`src/design/uartPkg.sv`:
```
////////////////////
// UART peripheral shared types
// register map, sizes, bus and FIFO status structs
////////////////////
package uartPkg;

  typedef logic [7:0] byteT;  // one serial data byte

  localparam int FifoDepth = 8;   // entries per FIFO
  localparam int CountW = 4;      // holds 0..FifoDepth
  localparam int RateW = 16;      // baud rate register
  localparam int Oversample = 16; // rx samples per bit

  // clocks per bit after reset
  localparam logic [RateW-1:0] DefaultRate = 16'd5207;

  // byte offsets
  localparam logic [7:0] AddrRxData   = 8'd0;
  localparam logic [7:0] AddrTxData   = 8'd4;
  localparam logic [7:0] AddrRxState  = 8'd8;
  localparam logic [7:0] AddrTxState  = 8'd12;
  localparam logic [7:0] AddrBaudRate = 8'd16;
  localparam logic [7:0] AddrBufClear = 8'd20;
  localparam logic [7:0] AddrFlowCtl  = 8'd24;

  typedef struct packed {
    logic [7:0]  addr;
    logic        wen;
    logic        ren;
    logic [31:0] wdata;
  } busReqT;

  typedef struct packed {
    logic [31:0] rdata;  // zero except the cycle after a read
    logic        error;  // rx overrun since last clear
  } busRspT;

  typedef struct packed {
    logic              full;
    logic              empty;
    logic [CountW-1:0] count;
  } fifoStatT;

endpackage

```
`src/design/baudGen.sv`:
```
////////////////////
// Baud divider
// 16x sample tick and bit tick
////////////////////
`timescale 1ns/1ps

module baudGen (
  input  logic                      clk,
  input  logic                      nReset,
  input  logic [uartPkg::RateW-1:0] rate,
  output logic                      sampleTick,
  output logic                      bitTick
);
  localparam int SubW = $clog2(uartPkg::Oversample);

  logic [uartPkg::RateW-1:0] div, reload, sampleCnt, rateQ;
  logic [SubW-1:0] subCnt;
  logic rateChg;

  assign div = rate / uartPkg::RateW'(uartPkg::Oversample); // clocks per sample
  assign reload = (div == '0) ? '0 : div - 1'b1;  // tiny rates tick every clock
  assign rateChg = rate != rateQ;
  assign sampleTick = (sampleCnt == '0) && !rateChg;
  assign bitTick = sampleTick && (subCnt == SubW'(uartPkg::Oversample - 1));

  always_ff @(posedge clk or negedge nReset) begin
    if (!nReset) begin
      rateQ <= uartPkg::DefaultRate;
      sampleCnt <= uartPkg::RateW'(uartPkg::DefaultRate / uartPkg::Oversample - 1);
      subCnt <= '0;
    end else begin
      rateQ <= rate;
      if (rateChg) begin
        sampleCnt <= reload; // restart both dividers
        subCnt <= '0;
      end else if (sampleTick) begin
        sampleCnt <= reload;
        subCnt <= subCnt + 1'b1; // wraps every 16 samples
      end else begin
        sampleCnt <= sampleCnt - 1'b1;
      end
    end
  end

  // bit tick rides a sample tick and is never back to back
  assert property (@(posedge clk) disable iff (!nReset)
    bitTick |-> sampleTick ##1 !bitTick);

endmodule

```
`src/design/regBlock.sv`:
```
////////////////////
// Register block
// bus decode, config, status and FIFO strobes
////////////////////
`timescale 1ns/1ps

module regBlock (
  input  logic                      clk,
  input  logic                      nReset,
  input  uartPkg::busReqT           req,
  output uartPkg::busRspT           rsp,
  input  logic                      rxValid,
  input  uartPkg::byteT             rxData,
  output logic                      rxPop,
  input  uartPkg::fifoStatT         rxStat,
  input  logic                      rxDropped,
  input  logic                      frameErr,
  output logic                      txPush,
  output uartPkg::byteT             txData,
  input  uartPkg::fifoStatT         txStat,
  input  logic                      txIdle,
  output logic [uartPkg::RateW-1:0] rate,
  output logic                      flowCtl,
  output logic                      clear
);
  logic [31:0] rdataQ, rdataNext;
  logic [31:0] rxWord, txWord;
  logic frameErrQ, overrunQ;
  logic clearNext, rateWr, flowWr, rxStateRd;

  assign rxPop = req.ren && req.addr == uartPkg::AddrRxData;  // head leaves on read
  assign txPush = req.wen && req.addr == uartPkg::AddrTxData; // dropped by FIFO if full
  assign txData = req.wdata[$bits(uartPkg::byteT)-1:0];
  assign rateWr = req.wen && req.addr == uartPkg::AddrBaudRate;
  assign flowWr = req.wen && req.addr == uartPkg::AddrFlowCtl;
  assign rxStateRd = req.ren && req.addr == uartPkg::AddrRxState;
  assign clearNext = req.wen && req.addr == uartPkg::AddrBufClear && |req.wdata;

  // status words
  assign rxWord = 32'({frameErrQ, !rxStat.empty, rxStat.count});
  assign txWord = 32'({rate, txIdle, txStat.count}); // rate lands in [20:5]

  always_comb begin
    rdataNext = '0; // bus reads zero when not answering
    if (req.ren) begin
      case (req.addr)
        uartPkg::AddrRxData:  rdataNext = rxValid ? 32'(rxData) : '0;
        uartPkg::AddrRxState: rdataNext = rxWord;
        uartPkg::AddrTxState: rdataNext = txWord;
        default:              rdataNext = '0;
      endcase
    end
  end

  always_ff @(posedge clk or negedge nReset) begin
    if (!nReset) begin
      rate <= uartPkg::DefaultRate;
      flowCtl <= 1'b1;  // flow control on
      clear <= 1'b0;
      frameErrQ <= 1'b0;
      overrunQ <= 1'b0;
      rdataQ <= '0;
    end else begin
      rdataQ <= rdataNext;
      clear <= clearNext; // one cycle pulse
      if (rateWr) rate <= req.wdata[uartPkg::RateW-1:0];
      if (flowWr) flowCtl <= |req.wdata;
      if (frameErr) frameErrQ <= 1'b1;       // new error wins over the read
      else if (rxStateRd) frameErrQ <= 1'b0; // clear on status read
      if (clear) overrunQ <= 1'b0;
      else if (rxDropped) overrunQ <= 1'b1;
    end
  end

  assign rsp = '{rdata: rdataQ, error: overrunQ};

  // bus master never reads and writes at once
  assert property (@(posedge clk) disable iff (!nReset) !(req.wen && req.ren));

endmodule

```
`src/design/syncFifo.sv`:
```
////////////////////
// Byte FIFO, valid/ready on both sides
// with clear and occupancy count
////////////////////
`timescale 1ns/1ps

module syncFifo (
  input  logic              clk,
  input  logic              nReset,
  input  logic              clear,
  input  logic              inValid,
  input  uartPkg::byteT     inData,
  output logic              inReady,
  output logic              outValid,
  output uartPkg::byteT     outData,
  input  logic              outReady,
  output uartPkg::fifoStatT stat
);
  localparam int PtrW = $clog2(uartPkg::FifoDepth);

  uartPkg::byteT mem [uartPkg::FifoDepth];
  logic [PtrW-1:0] wrPtr, rdPtr;
  logic [uartPkg::CountW-1:0] count;
  logic full, empty, push, pop;

  assign full = count == uartPkg::CountW'(uartPkg::FifoDepth);
  assign empty = count == '0;
  assign inReady = !full;
  assign outValid = !empty;
  assign push = inValid && inReady;  // accepted write
  assign pop = outValid && outReady; // accepted read
  assign outData = mem[rdPtr];       // head of queue
  assign stat = '{full: full, empty: empty, count: count};

  always_ff @(posedge clk or negedge nReset) begin
    if (!nReset) begin
      wrPtr <= '0;
      rdPtr <= '0;
      count <= '0;
    end else if (clear) begin
      wrPtr <= '0; // contents left as is
      rdPtr <= '0;
      count <= '0;
    end else begin
      if (push) wrPtr <= wrPtr + 1'b1; // wraps at depth
      if (pop) rdPtr <= rdPtr + 1'b1;
      count <= count + uartPkg::CountW'(push) - uartPkg::CountW'(pop);
    end
  end

  always_ff @(posedge clk) begin
    if (push && !clear) mem[wrPtr] <= inData;
  end

  // full and not drained keeps the write pointer still
  assert property (@(posedge clk) disable iff (!nReset)
    (full && !pop && !clear) |=> (full && wrPtr == $past(wrPtr)));
  assert property (@(posedge clk) disable iff (!nReset)
    count <= uartPkg::CountW'(uartPkg::FifoDepth));

endmodule

```
`src/design/uartPeriph.sv`:
```
////////////////////
// UART peripheral top level
////////////////////
`timescale 1ns/1ps

module uartPeriph (
  input  logic            clk,
  input  logic            nReset,
  input  uartPkg::busReqT req,
  output uartPkg::busRspT rsp,
  input  logic            rx,
  output logic            tx,
  input  logic            cts,
  output logic            rts
);
  logic sampleTick, bitTick;
  logic rxValid, frameErr, rxFifoReady, rxHeadValid, rxPop, rxDropped;
  logic txPush, txHeadValid, txReady, txIdle, flowCtl, clear;
  logic [uartPkg::RateW-1:0] rate;
  uartPkg::byteT rxByte, rxHead, txByte, txHead;
  uartPkg::fifoStatT rxStat, txStat;

  assign rts = rxStat.full;                   // hold off the far end
  assign rxDropped = rxValid && !rxFifoReady; // byte lost to a full FIFO

  baudGen baudGen_i (
    .clk, .nReset, .rate, .sampleTick, .bitTick
  );

  // input side
  uartRx uartRx_i (
    .clk, .nReset, .sampleTick, .rx,
    .valid(rxValid), .data(rxByte), .frameErr
  );

  syncFifo rxFifo_i (
    .clk, .nReset, .clear,
    .inValid(rxValid), .inData(rxByte), .inReady(rxFifoReady),
    .outValid(rxHeadValid), .outData(rxHead), .outReady(rxPop),
    .stat(rxStat)
  );

  regBlock regBlock_i (
    .clk, .nReset, .req, .rsp,
    .rxValid(rxHeadValid), .rxData(rxHead), .rxPop, .rxStat, .rxDropped, .frameErr,
    .txPush, .txData(txByte), .txStat, .txIdle,
    .rate, .flowCtl, .clear
  );

  // output side, push to a full FIFO is simply not taken
  syncFifo txFifo_i (
    .clk, .nReset, .clear,
    .inValid(txPush), .inData(txByte), .inReady(),
    .outValid(txHeadValid), .outData(txHead), .outReady(txReady),
    .stat(txStat)
  );

  uartTx uartTx_i (
    .clk, .nReset, .bitTick, .cts, .flowCtl,
    .valid(txHeadValid), .data(txHead), .ready(txReady),
    .idle(txIdle), .tx
  );

endmodule

```
`src/design/uartRx.sv`:
```
////////////////////
// 8N1 receiver, 16x oversampling
// flags framing errors on a low stop bit
////////////////////
`timescale 1ns/1ps

module uartRx (
  input  logic          clk,
  input  logic          nReset,
  input  logic          sampleTick,
  input  logic          rx,
  output logic          valid,
  output uartPkg::byteT data,
  output logic          frameErr
);
  localparam int SubW = $clog2(uartPkg::Oversample);
  localparam int BitW = $clog2($bits(uartPkg::byteT));
  localparam logic [SubW-1:0] MidCnt = SubW'(uartPkg::Oversample / 2 - 1);
  localparam logic [SubW-1:0] EndCnt = SubW'(uartPkg::Oversample - 1);
  localparam logic [BitW-1:0] LastBit = BitW'($bits(uartPkg::byteT) - 1);

  typedef enum logic [1:0] {Idle, Start, Data, Stop} stateT;

  stateT state;
  logic [1:0] syncQ;  // metastability chain
  logic rxS;
  logic lastSample;   // previous sample for edge detect
  logic [SubW-1:0] subCnt;
  logic [BitW-1:0] bitIdx;
  uartPkg::byteT shiftQ;

  assign rxS = syncQ[1];
  assign data = shiftQ; // stable until next frame's data bits

  always_ff @(posedge clk or negedge nReset) begin
    if (!nReset) syncQ <= 2'b11; // line idles high
    else syncQ <= {syncQ[0], rx};
  end

  always_ff @(posedge clk or negedge nReset) begin
    if (!nReset) begin
      state <= Idle;
      lastSample <= 1'b1;
      subCnt <= '0;
      bitIdx <= '0;
      valid <= 1'b0;
      frameErr <= 1'b0;
    end else begin
      valid <= 1'b0;    // single cycle pulses
      frameErr <= 1'b0;
      if (sampleTick) begin
        lastSample <= rxS;
        subCnt <= subCnt + 1'b1;
        case (state)
          Idle: if (lastSample && !rxS) begin
            state <= Start; // falling edge seen
            subCnt <= '0;
          end
          Start: if (subCnt == MidCnt) begin
            subCnt <= '0;   // realign to mid-bit
            bitIdx <= '0;
            state <= rxS ? Idle : Data; // glitch goes back
          end
          Data: if (subCnt == EndCnt) begin
            bitIdx <= bitIdx + 1'b1;
            if (bitIdx == LastBit) state <= Stop;
          end
          Stop: if (subCnt == EndCnt) begin
            valid <= rxS;
            frameErr <= !rxS; // low stop bit
            state <= Idle;
          end
          default: state <= Idle;
        endcase
      end
    end
  end

  // lsb first
  always_ff @(posedge clk) begin
    if (sampleTick && state == Data && subCnt == EndCnt) shiftQ <= {rxS, shiftQ[7:1]};
  end

  // one outcome per frame, never repeated next cycle
  assert property (@(posedge clk) disable iff (!nReset)
    (valid || frameErr) |-> !(valid && frameErr) ##1 !(valid || frameErr));

endmodule

```
`src/design/uartTx.sv`:
```
////////////////////
// 8N1 transmitter
// pulls bytes by valid/ready, honours cts
////////////////////
`timescale 1ns/1ps

module uartTx (
  input  logic          clk,
  input  logic          nReset,
  input  logic          bitTick,
  input  logic          cts,
  input  logic          flowCtl,
  input  logic          valid,
  input  uartPkg::byteT data,
  output logic          ready,
  output logic          idle,
  output logic          tx
);
  localparam int BitW = $clog2($bits(uartPkg::byteT));
  localparam logic [BitW-1:0] LastBit = BitW'($bits(uartPkg::byteT) - 1);

  typedef enum logic [1:0] {Idle, Start, Data, Stop} stateT;

  stateT state;
  uartPkg::byteT shiftQ;
  logic [BitW-1:0] bitIdx;
  logic ctsOk, take;

  assign ctsOk = cts || !flowCtl; // cts ignored with flow control off
  // accept only at a bit boundary, one byte per frame
  assign ready = bitTick && ctsOk && (state == Idle || state == Stop);
  assign take = valid && ready;
  assign idle = state == Idle;

  always_comb begin
    case (state)
      Start:   tx = 1'b0;
      Data:    tx = shiftQ[0];
      default: tx = 1'b1; // idle and stop
    endcase
  end

  always_ff @(posedge clk or negedge nReset) begin
    if (!nReset) begin
      state <= Idle;
      bitIdx <= '0;
    end else if (bitTick) begin
      case (state)
        Idle:  if (take) state <= Start;
        Start: begin
          state <= Data;
          bitIdx <= '0;
        end
        Data: begin
          bitIdx <= bitIdx + 1'b1;
          if (bitIdx == LastBit) state <= Stop;
        end
        default: state <= take ? Start : Idle; // back to back frames
      endcase
    end
  end

  always_ff @(posedge clk) begin
    if (take) shiftQ <= data;
    else if (bitTick && state == Data) shiftQ <= shiftQ >> 1;
  end

  assert property (@(posedge clk) disable iff (!nReset) idle |-> tx);

endmodule

```
`config.mk`:
```
export PLATFORM = sky130hd
export DESIGN_NAME = uartPeriph
export DESIGN_NICKNAME = d
export VERILOG_FILES = /design/src/design/uartPkg.sv /design/src/design/baudGen.sv /design/src/design/regBlock.sv /design/src/design/syncFifo.sv /design/src/design/uartPeriph.sv /design/src/design/uartRx.sv /design/src/design/uartTx.sv
export SDC_FILE = /design/constraint.sdc
export NUM_CORES = 1
export LEC_CHECK = 0
export ABC_AREA = 0
export BUFFER_PORTS_ARGS = -buffer_cell sky130_fd_sc_hd__buf_2
export CAP_MARGIN = 20
export CORE_MARGIN = 10
export CORE_UTILIZATION = 50
export CTS_CLUSTER_SIZE = 14
export DETAILED_ROUTE_END_ITERATION = 10
export GPL_ROUTABILITY_DRIVEN = 0
export GPL_TIMING_DRIVEN = 0
export PLACE_DENSITY = 0.68
export SLEW_MARGIN = 20
export SYNTH_ARGS = -nofsm -noshare
export SYNTH_HDL_FRONTEND = slang
export SYNTH_SLANG_ARGS = --single-unit
```
`constraint.sdc`:
```
create_clock -name clk -period 3.35 [get_ports clk]
set_input_delay 0.1675 -clock clk [delete_from_list [all_inputs] [get_ports clk]]
set_output_delay 0.1675 -clock clk [all_outputs]
set_load 0.02 [all_outputs]
```
==> results.txt, run 1 <==
WL/cell: 19.88 um
final setup margin: 171.7 ps
die width: 171.4 um
Multi-input gate area: 4003 um2
Async S/R FF share, synth: 0.4462
Seq. cell area: 7253 um2
Final setup viols: 0
Synth warnings: 0
Pins Over Slew Limit: 0
ANT nets after route: 0
Crit Path Class: reg -> reg
Longest Clk Path Bufs: 3
flops & latches, synth: 260
initial DRC count: 542
drt via density: 5.487
effective utilization at floorplan: 0.5075
relative max-transition margin: 0.3575
fin nets: 1004
nature of the critical path endpoint: register
Root Driver: clkbuf_16
worst setup path start: baudGen_i.sampleCnt[0]
Critical Path RT: 3740 ps
Final Cycle Share: 0.9488
Die Ht: 171.4 um
Final Hold Viols: 0
hold crit path type: in -> reg
total power: 0.007822 W
RR Startpoint: baudGen_i.sampleCnt[0]
hpwl dp: 16650 um
Post-Route WL: 24480 um
crit path buf inv count: 1
CTS H-tree depth: 1
sequential area share after synthesis: 0.6332
Leak Pwr: 5.378 nW
CORE AREA: 22570 um2
Post-Syn Area: 11450 um2
layout cells sized above 1: 0.2624
crit path DAT: 3570 ps
fin util: 0.5948
GRT overflow: 0
first-pass GRT wire length: 38920 um
vias in the first global route: 6981
hold_sp: req[7]
DR pass1 iterations: 5
Area growth syn-to-layout: 17.20%
critical path peak fanout: 5
Clock Pin Slew Worst Setup and Hold Paths: 60 ps
Peak Freq: 314.6 MHz
crit-path cells: inv_1 > ha_1 > or3b_2 > nor4_4 > nand2_1 > o41ai_2 > o41ai_2 > ha_1 > fa_1 > xnor2_1 > nor2_1
Vias: 6755
synth top area cells: edfxtp_1 (38%), dfrtp_1 (21%), mux4_2 (6.3%)
Worst-Margin Slew: 960.2 ps
CP max stage delay: 530 ps
GRT Total Usage: 0.1702
Rows: 55
synth unique cells: 61
EDFF count, synth: 144
Worst-Skew Late Latency: 530 ps
Synth Instances: 795
max-cap violations: 0
status: complete, no violations
# IOs: 81
count leader, synth: edfxtp_1
family with the most delay on the worst path: simple AND/OR/NAND/NOR gates
peak supply drop: 0.4553 mV
CTS tree: built
DIE AREA: 29360 um2
commonest cells in the netlist: edfxtp_1 (144), dfrtp_1 (95), nor2_1 (47)
port bufs: 67
initial antenna violation count: 1
Post-synth top flop: edfxtp_1
Startpoint Class: register
cell taking the most area after synthesis: edfxtp_1
clock sinks: 260
slowest CP cell: or3b_2
Setup Skew: 12.55 ps
largest net degree at the start of global routing: 73
# fillers: 1763
Pwr Density: 582.6 nW/um2
pre-CTS WS: -373.9 ps
Synth top area share: 0.3775
syn_area_per_cell: 14.41 um2
post-route minimum period: 3178 ps
drc violations: 0
CTS buffer count: 27
## routing by layer
metal / vias up / global-route usage / share of wire
met4: 0 / 0.03856 / 0.016
li1: 3200 / - / -
met5: - / 0 / 0
met3: 32 / 0.02934 / 0.045
met1: 3392 / 0.2288 / 0.45
met2: 131 / 0.2833 / 0.49
## cells in the final DEF (no fill, tap or decap), types with 12 or more instances in the layout
cell and count:
buf_2 69, dlygate4sd3_1 18, clkbuf_1 23, mux2_2 33, xnor2_1 19, nand4_1 12, a21oi_1 14, xor2_1 29
mux2i_1 21, edfxtp_1 144, ha_1 31, and2_1 14, nor2_1 47, nand2_1 36, dfrtp_1 95, inv_1 28
nor4_1 16, dfstp_2 21, buf_4 18, clkbuf_16 28, mux4_2 32, o21ai_0 21
## registers in the layout, indices dropped and copies added, names as in the netlist, 2 cells and up, named ones only
name	flops
uartRx_i.bitIdx	3
uartTx_i.bitIdx	3
uartRx_i.subCnt	4
uartTx_i.shiftQ	8
rxFifo_i.wrPtr	3
regBlock_i.rate	16
baudGen_i.subCnt	4
uartRx_i.syncQ	2
rxFifo_i.rdPtr	3
txFifo_i.wrPtr	3
rxFifo_i.mem	64
txFifo_i.mem	64
baudGen_i.sampleCnt	16
regBlock_i.rdataQ	21
uartRx_i.data	8
rxFifo_i.count	4
baudGen_i.rateQ	16
txFifo_i.rdPtr	3
uartTx_i.state	2
txFifo_i.count	4
## final cells by class
class / count / share of cell area
Antenna cell: 1 / 0.0001864
Buffer: 45 / 0.01696
Clock buffer: 34 / 0.05694
Clock inverter: 15 / 0.008854
Inverter: 28 / 0.007829
Multi-Input combinational cell: 471 / 0.2981
Sequential cell: 260 / 0.5403
Tap cell: 285 / 0.02656
Timing Repair Buffer: 92 / 0.04427
## logic make-up (layout without fill, tap and decap cells)
logic type	after synthesis	in the layout	synth area share
adder cells (fa/ha/maj)	33	33	0.03736
flip-flops	260	260	0.6332
buffers and inverters	74	214	0.02916
XOR/XNOR	48	48	0.03670
multiplexers	87	87	0.1150
AO/OA/AOI/OAI	72	72	0.04358
AND/OR/NAND/NOR	220	220	0.1046
other	1	12	0.0003274
## repair_timing
item	4_1_cts	5_1_grt
hold endpoints to repair	91	7
setup buffers	1	3
endpoints found under the setup margin	3	3
hold buffers	17	1
gates resized for setup	2	13
pin swaps	1	2
## through the flow
step / instances / TNS [ps] / cell area, um2 / hold slack, ps
after global placement: 1157 / -1671 / 12180 / 286.6
after CTS: 1226 / 0 / 13340 / 2.473
final: 1231 / 0 / 13430 / 33.44
after global routing: 1230 / -63.41 / 13420 / 13.54
after floorplan: 805 / 0 / 11490 / -128.1
after detailed placement: 1160 / -999.7 / 12270 / 138.9
## path summary, 6_finish.rpt
kind | end | slack (ps) | depth (start not counted)
min in group asynchronous | txFifo_i.wrPtr[1] | 180 | 2
min | txFifo_i.mem[0][7] | 30 | 1
max in group asynchronous | uartRx_i.syncQ[0] | 2420 | 3
max reg2reg | txFifo_i.count[2] | 170 | 11
min reg2reg | uartRx_i.syncQ[1] | 360 | 0
max | txFifo_i.count[2] | 170 | 11
## where the power goes
group	switching (W)	internal, W
combinational	0.000690	0.000536
clock	0.00122	0.00170
sequential	0.000146	0.00353
total	0.00206	0.00576
Power figures use the tool's default switching activity.
==> run 2, diff against run 1 <==
--- a/config.mk
+++ b/config.mk
@@ -15,6 +15,7 @@
 export GPL_ROUTABILITY_DRIVEN = 0
 export GPL_TIMING_DRIVEN = 0
 export PLACE_DENSITY = 0.68
+export RECOVER_POWER = 100
 export SLEW_MARGIN = 20
 export SYNTH_ARGS = -nofsm -noshare
 export SYNTH_HDL_FRONTEND = slang
==> run 2 against run 1 <==
The run now ends with capacitance limit, slew limit left. Combinational power hardly changed. Non-clock buffer count is the same. First-iteration DRC count rose by 0.55%. Critical path depth is the same. Sequential power about the same. Final cell count unchanged.
==> results.txt, run 2 (synthesis gave the netlist of run 1 again) <==
status: finished, violations left (was complete, no violations)
failing checks: capacitance limit, slew limit
nature of the critical path endpoint: register (unchanged)
# fillers: 1786 (was 1763)
Pins Over Slew Limit: 45 (was 0)
relative max-transition margin: -0.8184 (was 0.3575)
largest net degree at the start of global routing: 73 (unchanged)
effective utilization at floorplan: 0.5075 (unchanged)
Post-Layout Inst Area: 13360 um2 (was 13430 um2)
Layout Cells excl Fill: 1231 (unchanged)
CP max stage delay: 530 ps (about the same)
post-route minimum period: 3181 ps (was 3178 ps)
initial DRC count: 545 (was 542)
ANT nets after route: 0 (unchanged)
final setup margin: 169.4 ps (was 171.7 ps)
CORE AREA: 22570 um2 (unchanged)
GRT Total Usage: 0.1702 (unchanged)
leading cell type in the layout, fill and taps excluded: edfxtp_1 (unchanged)
slowest CP cell: or3b_2 (unchanged)
critical path peak fanout: 5 (unchanged)
crit path DAT: 3570 ps (about the same)
clock sinks: 260 (unchanged)
Setup Skew: 14.07 ps (was 12.55 ps)
Peak Freq: 314.4 MHz (was 314.6 MHz)
Crit Path Class: reg -> reg (unchanged)
Worst-Skew Late Latency: 530 ps (about the same)
Post-Route WL: 24510 um (was 24480 um)
peak supply drop: 0.4556 mV (was 0.4553 mV)
Pwr Density: 584.4 nW/um2 (was 582.6 nW/um2)
Longest Clk Path Bufs: 3 (unchanged)
# IOs: 81 (unchanged)
CTS buffer count: 27 (unchanged)
Root Driver: clkbuf_16 (unchanged)
port bufs: 67 (unchanged)
DP Area: 12270 um2 (unchanged)
most frequent cells in the layout: edfxtp_1 (144), dfrtp_1 (95), clkbuf_1 (58), nor2_1 (47), buf_2 (37) (was edfxtp_1 (144), dfrtp_1 (95), buf_2 (69), nor2_1 (47), nand2_1 (36))
max-cap violations: 1 (was 0)
Final Cycle Share: 0.9494 (was 0.9488)
Top Registers: rxFifo_i.mem: 64 flops, txFifo_i.mem: 64 flops, regBlock_i.rdataQ: 21 flops (unchanged)
Critical Path RT: 3740 ps (about the same)
Vias: 6772 (was 6755)
Leak Pwr: 5.227 nW (was 5.378 nW)
Startpoint Class: register (unchanged)
Die Ht: 171.4 um (unchanged)
hold crit path type: in -> reg (unchanged)
Worst-Margin Slew: 2728 ps (was 960.2 ps)
WL/cell: 19.91 um (was 19.88 um)
CTS H-tree depth: 1 (unchanged)
pre-CTS WS: -373.9 ps (unchanged)
Clock Pin Slew Worst Setup and Hold Paths: 60 ps (about the same)
crit-path cells: inv_1 > ha_1 > or3b_2 > nor4_4 > nand2_1 > o41ai_2 > o41ai_2 > ha_1 > fa_1 > xnor2_1 > nor2_1 (unchanged)
layout cells sized above 1: 0.2180 (was 0.2624)
fin nets: 1004 (unchanged)
vias in the first global route: 6981 (unchanged)
first-pass GRT wire length: 38920 um (unchanged)
drc violations: 0 (unchanged)
initial antenna violation count: 1 (unchanged)
Final setup viols: 0 (unchanged)
GRT overflow: 0 (unchanged)
Rows: 55 (unchanged)
drt via density: 5.501 (was 5.487)
DIE AREA: 29360 um2 (unchanged)
CTS tree: built (unchanged)
DR pass1 iterations: 5 (unchanged)
Final Hold Viols: 0 (unchanged)
die width: 171.4 um (unchanged)
hpwl dp: 16650 um (unchanged)
Area growth syn-to-layout: 16.64% (was 17.20%)
Post-Place Cells: 1160 (unchanged)
[run 2: cell types whose count changed in the layout (fill, tap and decap cells not counted), sizes merged]
cell,before,now
clkbuf,58,93
buf,95,60
[run 2: what timing repair did]
action,in CTS,in global routing
hold buffers,17,1
buffers inserted,1,3
setup endpoints to repair,3,3
resized for setup,2,13
hold endpoints to repair,91,7
pin swaps,1,2
[run 2: through the flow]
stage                     utilization  hold WS, ps  total power, W  setup TNS, ps
after floorplan                     -       -128.1        0.004539              0
after global placement         0.5398        286.6        0.004828          -1671
after detailed placement       0.5435        138.9        0.004853         -999.7
after CTS                      0.5910        2.473        0.007821              0
after global routing           0.5918        35.30        0.008173         -63.41
final                          0.5919        29.08        0.007808              0
[run 2: final timing paths]
kind | startpoint | slack (ps) | cells after the start | to
worst max-delay path | baudGen_i.sampleCnt[0] | 170 | 11 | txFifo_i.count[2]
worst min-delay path | req[37] | 30 | 3 | regBlock_i.rdataQ[4]
worst max register to register | baudGen_i.sampleCnt[0] | 170 | 11 | txFifo_i.count[2]
worst min register to register | uartRx_i.syncQ[0] | 360 | 0 | uartRx_i.syncQ[1]
max in group asynchronous | nReset | 720 | 2 | baudGen_i.sampleCnt[5]
min in group asynchronous | nReset | 1090 | 2 | txFifo_i.wrPtr[1]
[run 2: area by class of cell]
class	count	area (um2)	share of cell area
antenna	1	2.502	0.0001873
buffer	45	220.2	0.01648
clock buffer	34	764.5	0.05722
clock inverter	15	118.9	0.008897
inverter	28	105.1	0.007867
multi-input combinational	471	3993	0.2988
sequential	260	7253	0.5429
tap	285	356.6	0.02669
timing repair buffer	92	546.8	0.04093
[run 2: critical path: cells and delay by family, from the launching register on]
family | cells | cell delay, ps
compound gates | 2 | 390
xor+xnor | 1 | 160
fa+ha+maj | 3 | 880
buf+inv | 1 | 70
flops | 1 | 410
simple gates | 4 | 1150
[run 2: metal layers]
layer / track usage / share of wire / up-vias
met1: 0.2288 / 0.45 / 3403
met3: 0.02934 / 0.042 / 34
met4: 0.03856 / 0.016 / 0
met5: 0 / 0 / -
li1: - / - / 3197
met2: 0.2833 / 0.49 / 138
[run 2: where the power goes]
part,total (W),leakage [nW],switching (W),internal (W)
logic,0.00122,2.05,0.000690,0.000525
registers,0.00367,2.75,0.000147,0.00353
clock network,0.00292,0.425,0.00122,0.00170
==> run 3, diff against run 2 <==
--- a/config.mk
+++ b/config.mk
@@ -19,4 +19,5 @@
 export SLEW_MARGIN = 20
 export SYNTH_ARGS = -nofsm -noshare
 export SYNTH_HDL_FRONTEND = slang
+export SYNTH_HIERARCHICAL = 1
 export SYNTH_SLANG_ARGS = --single-unit
==> run 3 against run 2 <==
The flow still finishes with violations (capacitance limit, slew limit). Critical path depth rose by 1. Combinational power fell by 5%. Via count up 0.25%. Final cell count grew 4.8%.
==> results.txt, run 3 <==
status: finished, violations left (unchanged)
failing checks: capacitance limit, slew limit (unchanged)
DP Area: 12670 um2 (was 12270 um2)
Top Registers: rxFifo_i/mem: 64 flops, txFifo_i/mem: 64 flops, regBlock_i/rdataQ: 21 flops (was rxFifo_i.mem: 64 flops, txFifo_i.mem: 64 flops, regBlock_i.rdataQ: 21 flops)
Pwr Density: 563.1 nW/um2 (was 584.4 nW/um2)
GRT Total Usage: 0.1583 (was 0.1702)
Multi-input gate area: 4182 um2 (was 3993 um2)
nature of the critical path endpoint: register (unchanged)
Peak Freq: 312.2 MHz (was 314.4 MHz)
Comb pwr share: 0.149 (was 0.156)
metal2 WL: 11480 um (was 12010 um)
DIE AREA: 30180 um2 (was 29360 um2)
met3 WL: 1061 um (was 1023 um)
CTS H-tree depth: 1 (unchanged)
critical path peak fanout: 3 (was 5)
RR Startpoint: baudGen_i/sampleCnt[3] (was baudGen_i.sampleCnt[0])
fin nets: 1027 (was 1004)
hold slack: 53.69 ps (was 29.08 ps)
# IOs: 81 (unchanged)
Worst-Skew Late Latency: 520 ps (was 530 ps)
worst reg-to-reg setup slack: 150 ps (was 170 ps)
fin util: 0.5897 (was 0.5919)
clock sinks: 260 (unchanged)
Area growth syn-to-layout: 16.44% (was 16.64%)
M1 WL: 10580 um (was 11080 um)
RSZ-0062 raised after global routing: yes
Final Cycle Share: 0.9561 (was 0.9494)
Crit Path Class: reg -> reg (unchanged)
die width: 173.7 um (was 171.4 um)
CORE AREA: 23330 um2 (was 22570 um2)
Worst-Margin Slew: 1669 ps (was 2728 ps)
reg2reg path depth: 12 (was 11)
Startpoint Class: register (unchanged)
# fillers: 1859 (was 1786)
sequential power share: 0.478 (was 0.470)
layout cells sized above 1: 0.2338 (was 0.2180)
Clock Power Share: 0.372 (was 0.374)
Antenna Diode Count: 0 (was 1)
Setup Skew: 15.22 ps (was 14.07 ps)
post-route minimum period: 3203 ps (was 3181 ps)
initial DRC count: 341 (was 545)
drc violations: 0 (unchanged)
ANT nets after route: 0 (unchanged)
Synth warnings: 6 (was 0)
Longest Clk Path Bufs: 3 (unchanged)
Post-Route WL: 23920 um (was 24510 um)
final setup margin: 147.0 ps (was 169.4 ps)
initial antenna violation count: 0 (was 1)
most frequent cells in the layout: edfxtp_1 (144), dfrtp_1 (95), clkbuf_1 (60), nor2_1 (59) (was edfxtp_1 (144), dfrtp_1 (95), clkbuf_1 (58), nor2_1 (47), buf_2 (37))
net switching power: 0.001898 W (was 0.002060 W)
pre-CTS WS: -941.4 ps (was -373.9 ps)
relative max-transition margin: -0.1127 (was -0.8184)
hold path cells: 3 (unchanged)
crit path DAT: 3600 ps (was 3570 ps)
CTS buffer count: 27 (unchanged)
P_int: 0.005849 W (was 0.005748 W)
WL/cell: 18.54 um (was 19.91 um)
hold crit path type: in -> reg (unchanged)
first-pass GRT wire length: 38620 um (was 38920 um)
Worst Hold End: regBlock_i/clear (was regBlock_i.rdataQ[4])
Post-Layout Inst Area: 13760 um2 (was 13360 um2)
max-cap violations: 2 (was 1)
post-route setup TNS: 0 ps (unchanged)
largest net degree at the start of global routing: 64 (was 73)
vias in the first global route: 7016 (was 6981)
Post-Syn Area: 11820 um2 (was 11450 um2)
Synth Instances: 809 (was 795)
Vias: 6789 (was 6772)
drt via density: 5.263 (was 5.501)
GRT overflow: 0 (unchanged)
Final setup viols: 0 (unchanged)
leading cell type in the layout, fill and taps excluded: edfxtp_1 (unchanged)
peak supply drop: 0.4180 mV (was 0.4556 mV)
port bufs: 68 (was 67)
Pins Over Slew Limit: 74 (was 45)
Die Ht: 173.7 um (was 171.4 um)
Sw Share: 0.2450 (was 0.2638)
Final Hold Viols: 0 (unchanged)
Leak Pwr: 5.436 nW (was 5.227 nW)
Root Driver: clkbuf_16 (unchanged)
DR pass1 iterations: 4 (was 5)
Critical Path RT: 3740 ps (about the same)
Rows: 56 (was 55)
RR Endpoint: txFifo_i/count[1] (was txFifo_i.count[2])
Seq. cell area: 7253 um2 (unchanged)
hold_sp: req[35] (was req[37])
effective utilization at floorplan: 0.5064 (was 0.5075)
Clock Pin Slew Worst Setup and Hold Paths: 60 ps (about the same)
top sig layer: met4 (unchanged)
hpwl dp: 16350 um (was 16650 um)
CTS tree: built (unchanged)
syn_area_per_cell: 14.61 um2 (was 14.41 um2)
-- run 3: power by group through the flow --
stage                     clock [W]  sequential, W  combinational (W)
after CTS                   0.00296        0.00371            0.00117
after detailed placement          0        0.00377            0.00110
after floorplan                   0        0.00372           0.000858
after global routing        0.00309        0.00373            0.00129
final                       0.00288        0.00371            0.00116
after global placement            0        0.00376            0.00106
-- run 3: repair_timing --
item / in CTS / in global routing
setup endpoints to repair: 32 / 11
pin swaps: 4 / 7
setup buffers: 6 / 4
gates resized for setup: 8 / 8
hold buffers: 22 / 0
endpoints found under the hold margin: 88 / 0
-- run 3: routing by layer --
metal | global-route usage | up-vias
met5 | 0 | -
met4 | 0.06199 | 0
met3 | 0.02788 | 42
met2 | 0.2533 | 122
met1 | 0.2109 | 3370
li1 | - | 3255
-- run 3: layout make-up --
cell class                      instances  area share
Buffer                                 48     0.02373
Clock buffer                           41     0.05583
Clock inverter                          8    0.006729
Inverter                               32    0.008730
Multi-Input combinational cell        479      0.3039
Sequential cell                       260      0.5271
Tap cell                              319     0.02901
Timing Repair Buffer                  103     0.04492
-- run 3: stage by stage --
| step | instances | power [W] |
|---|---|---|
| CTS | 1286 | 0.007842 |
| global placement | 1206 | 0.004818 |
| finish | 1290 | 0.007747 |
| floorplan | 819 | 0.004579 |
| global route | 1290 | 0.008103 |
| detailed placement | 1209 | 0.004862 |
-- run 3: worst max path at each step --
stage                           start  cells after the start  slack, ps                end
2_1_floorplan  baudGen_i/sampleCnt[3]                     12         10  txFifo_i/count[1]
3_3_place_gp       regBlock_i/rate[8]                     12       -870  txFifo_i/count[1]
3_5_place_dp       regBlock_i/rate[9]                     12       -940  txFifo_i/count[1]
4_1_cts        baudGen_i/sampleCnt[2]                     12          8  txFifo_i/count[1]
5_1_grt        baudGen_i/sampleCnt[3]                     12        -70  txFifo_i/count[1]
6_report       baudGen_i/sampleCnt[3]                     12        150  txFifo_i/count[1]
-- run 3: critical path, stage by stage, from the launching register on --
cell     delay, ps
dfrtp_1        380
or4_4          570
nor3b_4        230
nand4_1        220
nor3_4         270
nor3b_4        260
inv_2           70
nor2_2         100
ha_1           240
inv_2           70
ha_4           130
fa_1           390
nor2b_1        130
